==> src/vchess_cfg.svh <==
`ifndef VCHESS_CFG_SVH
`define VCHESS_CFG_SVH

// Board geometry
`define VCHESS_SQUARES     64
`define VCHESS_ROWS        8    // Rows per board and squares per row
`define VCHESS_PIECE_BITS  4

// Signed material score width
`define VCHESS_EVAL_BITS   22

// King and empty squares count nothing
`define VCHESS_VAL_PAWN    100
`define VCHESS_VAL_KNIGHT  320
`define VCHESS_VAL_BISHOP  330
`define VCHESS_VAL_ROOK    500
`define VCHESS_VAL_QUEEN   900

// APB register map
`define VCHESS_ADDR_BITS     12
`define VCHESS_ADDR_CTRL     12'h000   // Bit 0 starts an evaluation
`define VCHESS_ADDR_STATUS   12'h004   // Bit 0 busy, bit 1 done
`define VCHESS_ADDR_EVAL     12'h008   // Sign-extended score
`define VCHESS_ADDR_SQ_BASE  12'h100   // One word per square up to 0x1FC
`define VCHESS_ADDR_SQ_MASK  12'hF03   // Keeps window bits and byte offset

`endif

==> src/vchess_pkg.sv <==
`default_nettype none

package vchess_pkg;

`include "vchess_cfg.svh"

   // Low three bits of a square code
   typedef enum logic [2:0]
   {
      KIND_EMPTY   = 3'd0,
      KIND_PAWN    = 3'd1,
      KIND_KNIGHT  = 3'd2,
      KIND_BISHOP  = 3'd3,
      KIND_ROOK    = 3'd4,
      KIND_QUEEN   = 3'd5,
      KIND_KING    = 3'd6,
      KIND_INVALID = 3'd7   // Never stored on the board
   } piece_kind_e;

   // A square code seen as a raw nibble or as colour plus kind
   typedef union packed
   {
      logic [`VCHESS_PIECE_BITS-1:0] raw;
      struct packed
      {
         logic        black;   // Set for black pieces
         piece_kind_e kind;
      } pc;
   } piece_u;

   // Squares of one rank with file a in element 0
   typedef piece_u [`VCHESS_ROWS-1:0] row_t;

   // White minus black material
   typedef logic signed [`VCHESS_EVAL_BITS-1:0] score_t;

endpackage

`default_nettype wire

==> src/vchess_regs.sv <==
`timescale 1ns/10ps
`default_nettype none

`include "vchess_cfg.svh"

module vchess_regs
(
   input  wire logic                         clk,
   input  wire logic                         rst,
   input  wire logic [`VCHESS_ADDR_BITS-1:0] paddr,
   input  wire logic                         psel,
   input  wire logic                         penable,
   input  wire logic                         pwrite,
   input  wire logic [31:0]                  pwdata,
   input  wire vchess_pkg::piece_u           sq_rdata,
   input  wire logic                         busy,
   input  wire logic                         done,
   input  wire vchess_pkg::score_t           score,
   output logic [31:0]                       prdata,
   output logic                              pready,
   output logic                              pslverr,
   output logic                              sq_wr,
   output logic [5:0]                        sq_addr,
   output vchess_pkg::piece_u                sq_wdata,
   output logic                              start
);

   logic        setup;
   logic        access;
   logic        is_ctrl;
   logic        is_status;
   logic        is_eval;
   logic        is_sq;
   logic        mapped;
   logic        bad_write;
   logic [31:0] rd_mux;

   assign pready = 1'b1;   // Zero wait states

   assign setup  = psel && !penable;
   assign access = psel && penable && pready;

   assign is_ctrl   = (paddr == `VCHESS_ADDR_CTRL);
   assign is_status = (paddr == `VCHESS_ADDR_STATUS);
   assign is_eval   = (paddr == `VCHESS_ADDR_EVAL);
   assign is_sq     = ((paddr & `VCHESS_ADDR_SQ_MASK) == `VCHESS_ADDR_SQ_BASE);
   assign mapped    = is_ctrl || is_status || is_eval || is_sq;

   // Word offset inside the square window is the square index
   assign sq_addr      = paddr[7:2];
   assign sq_wdata.raw = pwdata[`VCHESS_PIECE_BITS-1:0];

   // Square writes are refused for kind 7 or while an evaluation runs.
   // A start already in flight counts as busy.
   always_comb
   begin
      bad_write = 1'b0;
      if (pwrite)
      begin
         if (is_status || is_eval)
            bad_write = 1'b1;               // Read-only registers
         else if (is_sq)
            bad_write = (sq_wdata.raw[2:0] == 3'b111) || busy || start;
      end
   end

   always_comb
   begin
      rd_mux = '0;
      if (is_status)
         rd_mux = {30'd0, done, busy};
      else if (is_eval)
         rd_mux = {{(32-`VCHESS_EVAL_BITS){score[`VCHESS_EVAL_BITS-1]}}, score};
      else if (is_sq)
         rd_mux = {{(32-`VCHESS_PIECE_BITS){1'b0}}, sq_rdata.raw};
   end

   // Response is captured in the setup phase and held through the access phase
   always_ff @(posedge clk)
   begin
      if (rst)
      begin
         prdata  <= '0;
         pslverr <= 1'b0;
         start   <= 1'b0;
      end
      else
      begin
         start <= access && pwrite && is_ctrl && pwdata[0];
         if (setup)
         begin
            pslverr <= !mapped || bad_write;
            prdata  <= (pwrite || !mapped) ? 32'd0 : rd_mux;
         end
         else if (access)
         begin
            pslverr <= 1'b0;   // Transfer done
            prdata  <= '0;
         end
      end
   end

   // The registered error also gates the board write
   assign sq_wr = access && pwrite && is_sq && !pslverr;

   a_no_write_busy: assert property (@(posedge clk) disable iff (rst) sq_wr |-> !busy)
      else $error("square write reached the board while the evaluator was busy");

   a_start_pulse: assert property (@(posedge clk) disable iff (rst) start |=> !start)
      else $error("start held for more than one cycle");

endmodule

`default_nettype wire

==> src/vchess_board.sv <==
`timescale 1ns/10ps
`default_nettype none

`include "vchess_cfg.svh"

module vchess_board
(
   input  wire logic         clk,
   input  wire logic         rst,
   input  wire logic         sq_wr,
   input  wire logic [5:0]   sq_addr,
   input  wire vchess_pkg::piece_u sq_wdata,
   input  wire logic [2:0]   row_addr,
   output vchess_pkg::piece_u sq_rdata,
   output vchess_pkg::row_t  row_data
);

   vchess_pkg::piece_u squares [`VCHESS_SQUARES];

   // Standard opening setup with white on ranks 0 and 1
   function automatic vchess_pkg::piece_u start_piece(input int idx);
      vchess_pkg::piece_u p;
      int rank;
      int file;
      rank = idx / `VCHESS_ROWS;
      file = idx % `VCHESS_ROWS;
      p.pc.black = (rank >= 6);
      case (rank)
         1, 6:
            p.pc.kind = vchess_pkg::KIND_PAWN;
         0, 7:
            case (file)
               0, 7:    p.pc.kind = vchess_pkg::KIND_ROOK;
               1, 6:    p.pc.kind = vchess_pkg::KIND_KNIGHT;
               2, 5:    p.pc.kind = vchess_pkg::KIND_BISHOP;
               3:       p.pc.kind = vchess_pkg::KIND_QUEEN;
               default: p.pc.kind = vchess_pkg::KIND_KING;
            endcase
         default:
            p.pc.kind = vchess_pkg::KIND_EMPTY;
      endcase
      return p;
   endfunction

   always_ff @(posedge clk)
   begin
      if (rst)
      begin
         for (int i = 0; i < `VCHESS_SQUARES; i++)
            squares[i] <= start_piece(i);
      end
      else if (sq_wr)
         squares[sq_addr] <= sq_wdata;
   end

   assign sq_rdata = squares[sq_addr];   // Host read without latency

   // Evaluator row port with one cycle of latency
   always_ff @(posedge clk)
   begin
      for (int i = 0; i < `VCHESS_ROWS; i++)
         row_data[i] <= squares[row_addr * `VCHESS_ROWS + i];
   end

   a_legal_kind: assert property (@(posedge clk) disable iff (rst)
      sq_wr |-> sq_wdata.pc.kind != vchess_pkg::KIND_INVALID)
      else $error("invalid piece kind written to square %0d", sq_addr);

endmodule

`default_nettype wire

==> src/vchess_eval.sv <==
`timescale 1ns/10ps
`default_nettype none

`include "vchess_cfg.svh"

module vchess_eval
(
   input  wire logic          clk,
   input  wire logic          rst,
   input  wire logic          start,
   input  wire logic          clear,
   input  wire vchess_pkg::row_t row_data,
   output logic [2:0]         row_addr,
   output logic               busy,
   output logic               done,
   output vchess_pkg::score_t score
);

   localparam logic [3:0] LAST_STEP = 4'd8;   // Row 7 lands here
   localparam int SCORE_MAX = 8 * (`VCHESS_VAL_PAWN + `VCHESS_VAL_KNIGHT +
                                   `VCHESS_VAL_BISHOP + `VCHESS_VAL_ROOK +
                                   `VCHESS_VAL_QUEEN);

   logic [3:0]         step;
   vchess_pkg::score_t acc;
   vchess_pkg::score_t row_sum;

   function automatic vchess_pkg::score_t piece_value(input vchess_pkg::piece_kind_e kind);
      vchess_pkg::score_t v;
      case (kind)
         vchess_pkg::KIND_PAWN:   v = `VCHESS_VAL_PAWN;
         vchess_pkg::KIND_KNIGHT: v = `VCHESS_VAL_KNIGHT;
         vchess_pkg::KIND_BISHOP: v = `VCHESS_VAL_BISHOP;
         vchess_pkg::KIND_ROOK:   v = `VCHESS_VAL_ROOK;
         vchess_pkg::KIND_QUEEN:  v = `VCHESS_VAL_QUEEN;
         default:                 v = '0;   // Empty, king
      endcase
      return v;
   endfunction

   // Material of the row that arrived this cycle
   always_comb
   begin
      row_sum = '0;
      for (int i = 0; i < `VCHESS_ROWS; i++)
      begin
         if (row_data[i].pc.black)
            row_sum = row_sum - piece_value(row_data[i].pc.kind);
         else
            row_sum = row_sum + piece_value(row_data[i].pc.kind);
      end
   end

   // Step n addresses row n while row n-1 is summed
   assign row_addr = step[2:0];

   always_ff @(posedge clk)
   begin
      if (rst)
      begin
         busy  <= 1'b0;
         done  <= 1'b0;
         step  <= '0;
         score <= '0;
      end
      else if (busy)
      begin
         step <= step + 4'd1;
         if (step == LAST_STEP)
         begin
            busy  <= 1'b0;
            done  <= 1'b1;
            score <= acc + row_sum;
         end
      end
      else if (start)
      begin
         busy <= 1'b1;
         done <= 1'b0;   // Old result goes stale
         step <= '0;
      end
      else if (clear)
         done <= 1'b0;   // Board changed
   end

   always_ff @(posedge clk)
   begin
      if (!busy && start)
         acc <= '0;
      else if (busy && step != 4'd0)
         acc <= acc + row_sum;   // Nothing valid on the row port at step 0
   end

   a_busy_done: assert property (@(posedge clk) disable iff (rst) !(busy && done))
      else $error("busy and done both high");

   a_score_range: assert property (@(posedge clk) disable iff (rst)
      (score <= SCORE_MAX) && (score >= -SCORE_MAX))
      else $error("score %0d outside material range", score);

endmodule

`default_nettype wire

==> src/vchess_top.sv <==
`timescale 1ns/10ps
`default_nettype none

`include "vchess_cfg.svh"

module vchess_top
(
   input  wire logic                         clk,
   input  wire logic                         rst,
   input  wire logic [`VCHESS_ADDR_BITS-1:0] paddr,
   input  wire logic                         psel,
   input  wire logic                         penable,
   input  wire logic                         pwrite,
   input  wire logic [31:0]                  pwdata,
   output logic [31:0]                       prdata,
   output logic                              pready,
   output logic                              pslverr
);

   logic               sq_wr;
   logic [5:0]         sq_addr;
   vchess_pkg::piece_u sq_wdata;
   vchess_pkg::piece_u sq_rdata;
   logic               start;
   logic [2:0]         row_addr;
   vchess_pkg::row_t   row_data;
   logic               busy;
   logic               done;
   vchess_pkg::score_t score;

   vchess_regs u_regs
   (
      .clk      (clk),
      .rst      (rst),
      .paddr    (paddr),
      .psel     (psel),
      .penable  (penable),
      .pwrite   (pwrite),
      .pwdata   (pwdata),
      .sq_rdata (sq_rdata),
      .busy     (busy),
      .done     (done),
      .score    (score),
      .prdata   (prdata),
      .pready   (pready),
      .pslverr  (pslverr),
      .sq_wr    (sq_wr),
      .sq_addr  (sq_addr),
      .sq_wdata (sq_wdata),
      .start    (start)
   );

   vchess_board u_board
   (
      .clk      (clk),
      .rst      (rst),
      .sq_wr    (sq_wr),
      .sq_addr  (sq_addr),
      .sq_wdata (sq_wdata),
      .row_addr (row_addr),
      .sq_rdata (sq_rdata),
      .row_data (row_data)
   );

   vchess_eval u_eval
   (
      .clk      (clk),
      .rst      (rst),
      .start    (start),
      .clear    (sq_wr),   // Any accepted board write drops done
      .row_data (row_data),
      .row_addr (row_addr),
      .busy     (busy),
      .done     (done),
      .score    (score)
   );

endmodule

`default_nettype wire

==> config.mk <==
export PLATFORM = sky130hd
export DESIGN_NAME = vchess_top
export DESIGN_NICKNAME = d
export VERILOG_FILES = /design/src/vchess_pkg.sv /design/src/vchess_regs.sv /design/src/vchess_board.sv /design/src/vchess_eval.sv /design/src/vchess_top.sv
export VERILOG_INCLUDE_DIRS = /design/src
export SDC_FILE = /design/constraint.sdc
export NUM_CORES = 1
export LEC_CHECK = 0
export BUFFER_PORTS_ARGS = -buffer_cell sky130_fd_sc_hd__buf_2
export CAP_MARGIN = 25
export CORE_UTILIZATION = 55
export DETAILED_ROUTE_END_ITERATION = 8
export GPL_ROUTABILITY_DRIVEN = 0
export HOLD_SLACK_MARGIN = 0.1
export PLACE_DENSITY = 0.76
export SETUP_SLACK_MARGIN = 0.5
export SLEW_MARGIN = 20
export SYNTH_ARGS = -nofsm -noshare
export SYNTH_HDL_FRONTEND = slang
export SYNTH_SLANG_ARGS = --single-unit
export TNS_END_PERCENT = 50
==> constraint.sdc <==
create_clock -name clk -period 14.16 [get_ports clk]
set_input_delay 1.416 -clock clk [delete_from_list [all_inputs] [get_ports clk]]
set_output_delay 1.416 -clock clk [all_outputs]
set_load 0.02 [all_outputs]
==> results.cfg <==
[status]
status = finished clean

[placed_design]
io_buffer_count = 53
dpl.cell_count = 3182
place_hpwl_microns = 52900

[synth]
syn_inst = 2684
synth_edf_count = 256
ys_warn_count = 0
yosysTopAreaCell = edfxtp_1
synth_seq_cells = 360
synthDominantCellAreaShare_pct = 29.1
synth.area.top_cells = edfxtp_1, mux4_2, ha_1
yosys.cell_types.count = 85
syn_area_sq_um = 26400
synth.avg_cell_area_sq_um = 9.85
synthArstFlopShare_pct = 0
ys.flop_type = edfxtp_1
synthesis.nets = 2908
yosysSeqAreaShare_pct = 36.9

[critical_path]
max_stage_delay_ps = 540
reg2reg_depth = 53
crit_path_start_kind = register
crit_family = compound AO/OA/AOI/OAI gates
rrSetupSlack_ps = 2630
cp.depth = 53
arrival_ps = 11980
cp-startpoint = u_board.row_data[1]
crit_slowest_cell = dfxtp_1
rr_startpoint = u_board.row_data[1]
crit_top_cell = ha_1
worstReg2RegEnd = u_eval.score[21]
critPathCaptureType = register
required_ps = 14610
cp-endpoint = u_eval.score[21]
path_max_fanout = 12
worstSetupPathType = register to register
cp_num_buf_inv = 2

[min_path]
holdCritStartpoint = u_regs.prdata[1]
min_path_type = register to register

[sta]
hold_viol_final = 0
maxSlewHeadroom_pct = 35.2
fin_skew_ps = 21.4
finalSetupTns_ps = 0
layout_min_cycle_time_ps = 11530
drv_slew = 0
setup_viol = 0
rsz0062_at_grt = no
final.period_utilization_pct = 81.4
fmax_mhz = 86.7
tightest_slew_ps = 973

[floorplanning]
fp.dieH_microns = 221
pin_count = 83
core_area_sq_um = 47000
start_util_pct = 56.3
rows = 79
dieArea_sq_um = 49000
die_width_microns = 221

[route]
via_per_inst = 6.57
wl_microns = 71700
route.vias.total = 21300
drc_errors = 0
dr.pass1.iters = 7
first_iter_violations = 2396
detail-route-antenna-nets = 0
wl_per_cell_microns = 22.1

[clock_network]
cts_tree = built
cts_hold_buf = 0
cts_resized = 0
cts_sinks = 360
clk_path_buf_depth = 3
cts-root-buf = clkbuf_16
clock_latency_ps = 540
clk_pin_slew_ps = 60
cts_made_buffers = 35
htree_levels = 2
cts_setup_buffers = 0

[final_layout]
fill_cells = 3729
instances_no_fill = 3250
multi_input_area_sq_um = 15600
seq_area_sq_um = 9770
syn_to_final_growth_pct = 6.38
fin_nets = 2840
drive_gt1_share_pct = 14.6

[global_routing]
antenna_found_initial = 1
grt_first_pass_wirelength_microns = 112000
grt_usage_pct = 29.0
grt_overflow = 0
grt_pass1_vias = 20700
grt_max_degree = 69

[job]
drv_cap = 0
-- stage by stage --
| stage | area [sq um] | setup WS (ps) | hold slack [ps] | util (%) |
|---|---|---|---|---|
| after floorplan | 26400 | 4160 | 436 | - |
| after global placement | 26800 | 2970 | 444 | 57.2 |
| after detailed placement | 26900 | 2810 | 445 | 57.3 |
| after CTS | 28100 | 2720 | 458 | 59.8 |
| after global routing | 28100 | 1730 | 476 | 59.9 |
| final | 28100 | 2630 | 458 | 59.9 |
-- final cells by class --
class                      instances  area share, %
antenna                            1        0.00890
multi-input combinational       2069           55.6
clock inverter                    15          0.721
clock buffer                      48           3.47
inverter                          75           1.00
timing repair buffer              75           1.73
sequential                       360           34.8
tap                              607           2.70
-- per-layer routing --
layer	GRT usage, %	wire [microns]	vias to the layer above
met2	47.2	33400	1167
met5	0	0	-
met3	5.50	7020	209
li1	-	-	9759
met1	37.8	28000	10200
met4	13.1	3270	0
-- how the worst min path moves through the flow --
stage	cells after the start	end	slack [ps]
floorplan	2	u_eval.score[2]	440
global placement	2	u_regs.prdata[0]	440
detailed placement	2	u_regs.prdata[1]	450
CTS	2	u_regs.prdata[1]	460
global route	2	u_regs.prdata[0]	480
finish	2	u_regs.prdata[1]	460
-- synthesized netlist by cell type (all sizes together) (63+ instances only) --
| cell | n |
|---|---|
| edfxtp | 256 |
| o21ai | 98 |
| a21oi | 161 |
| nor3 | 77 |
| mux4 | 144 |
| buf | 63 |
| nand2 | 234 |
| ha | 174 |
| xnor2 | 99 |
| clkbuf | 117 |
| nor2 | 372 |
| a21o | 78 |
| dfxtp | 104 |
| inv | 73 |
-- kinds of logic after synthesis --
family / after synthesis / share of synthesized area (%)
other cells: 1 / 0.0142
compound gates: 570 / 14.2
flops: 360 / 36.9
xor+xnor: 142 / 4.82
buf+inv: 255 / 3.96
mux: 191 / 14.2
fa+ha+maj: 175 / 8.31
simple gates: 990 / 17.5
-- worst min-delay path, delay by kind of cell (launching register included) --
kind	cells	cell delay, ps
DFF	1	310
and+or+nand+nor	1	50
AOI/OAI and AO/OA	1	50
-- layout by cell type (no fill, tap or decap), types with 13 or more instances in the layout --
cell	n
or2_2	43
xnor2_1	98
nand3_1	48
o21ai_0	68
nand3b_1	27
nor3_1	74
nor2b_1	45
mux2_2	43
xor2_1	41
a21oi_1	159
edfxtp_1	256
a211oi_1	21
buf_2	52
dfxtp_1	102
nand2b_1	25
and2_1	34
nor2_1	371
a21o_1	78
inv_1	73
and3_1	21
a31oi_1	26
o22ai_1	13
ha_1	174
o21a_1	34
mux4_2	144
o21ai_1	26
nand2_1	234
o211ai_1	21
buf_4	18
or3_1	26
a22oi_1	23
a21boi_1	14
clkbuf_16	37
-- flip-flops by register name (all words and copies together) (netlist names), 4 cells and up --
signal / flops
u_board.row_data: 32
u_board.squares: 256
u_eval.acc: 21
u_eval.score: 21
u_eval.step: 4
u_regs.prdata: 22
Power is not shown: default switching activity piles up to over one toggle a cycle in this logic, so the estimate is an artifact.
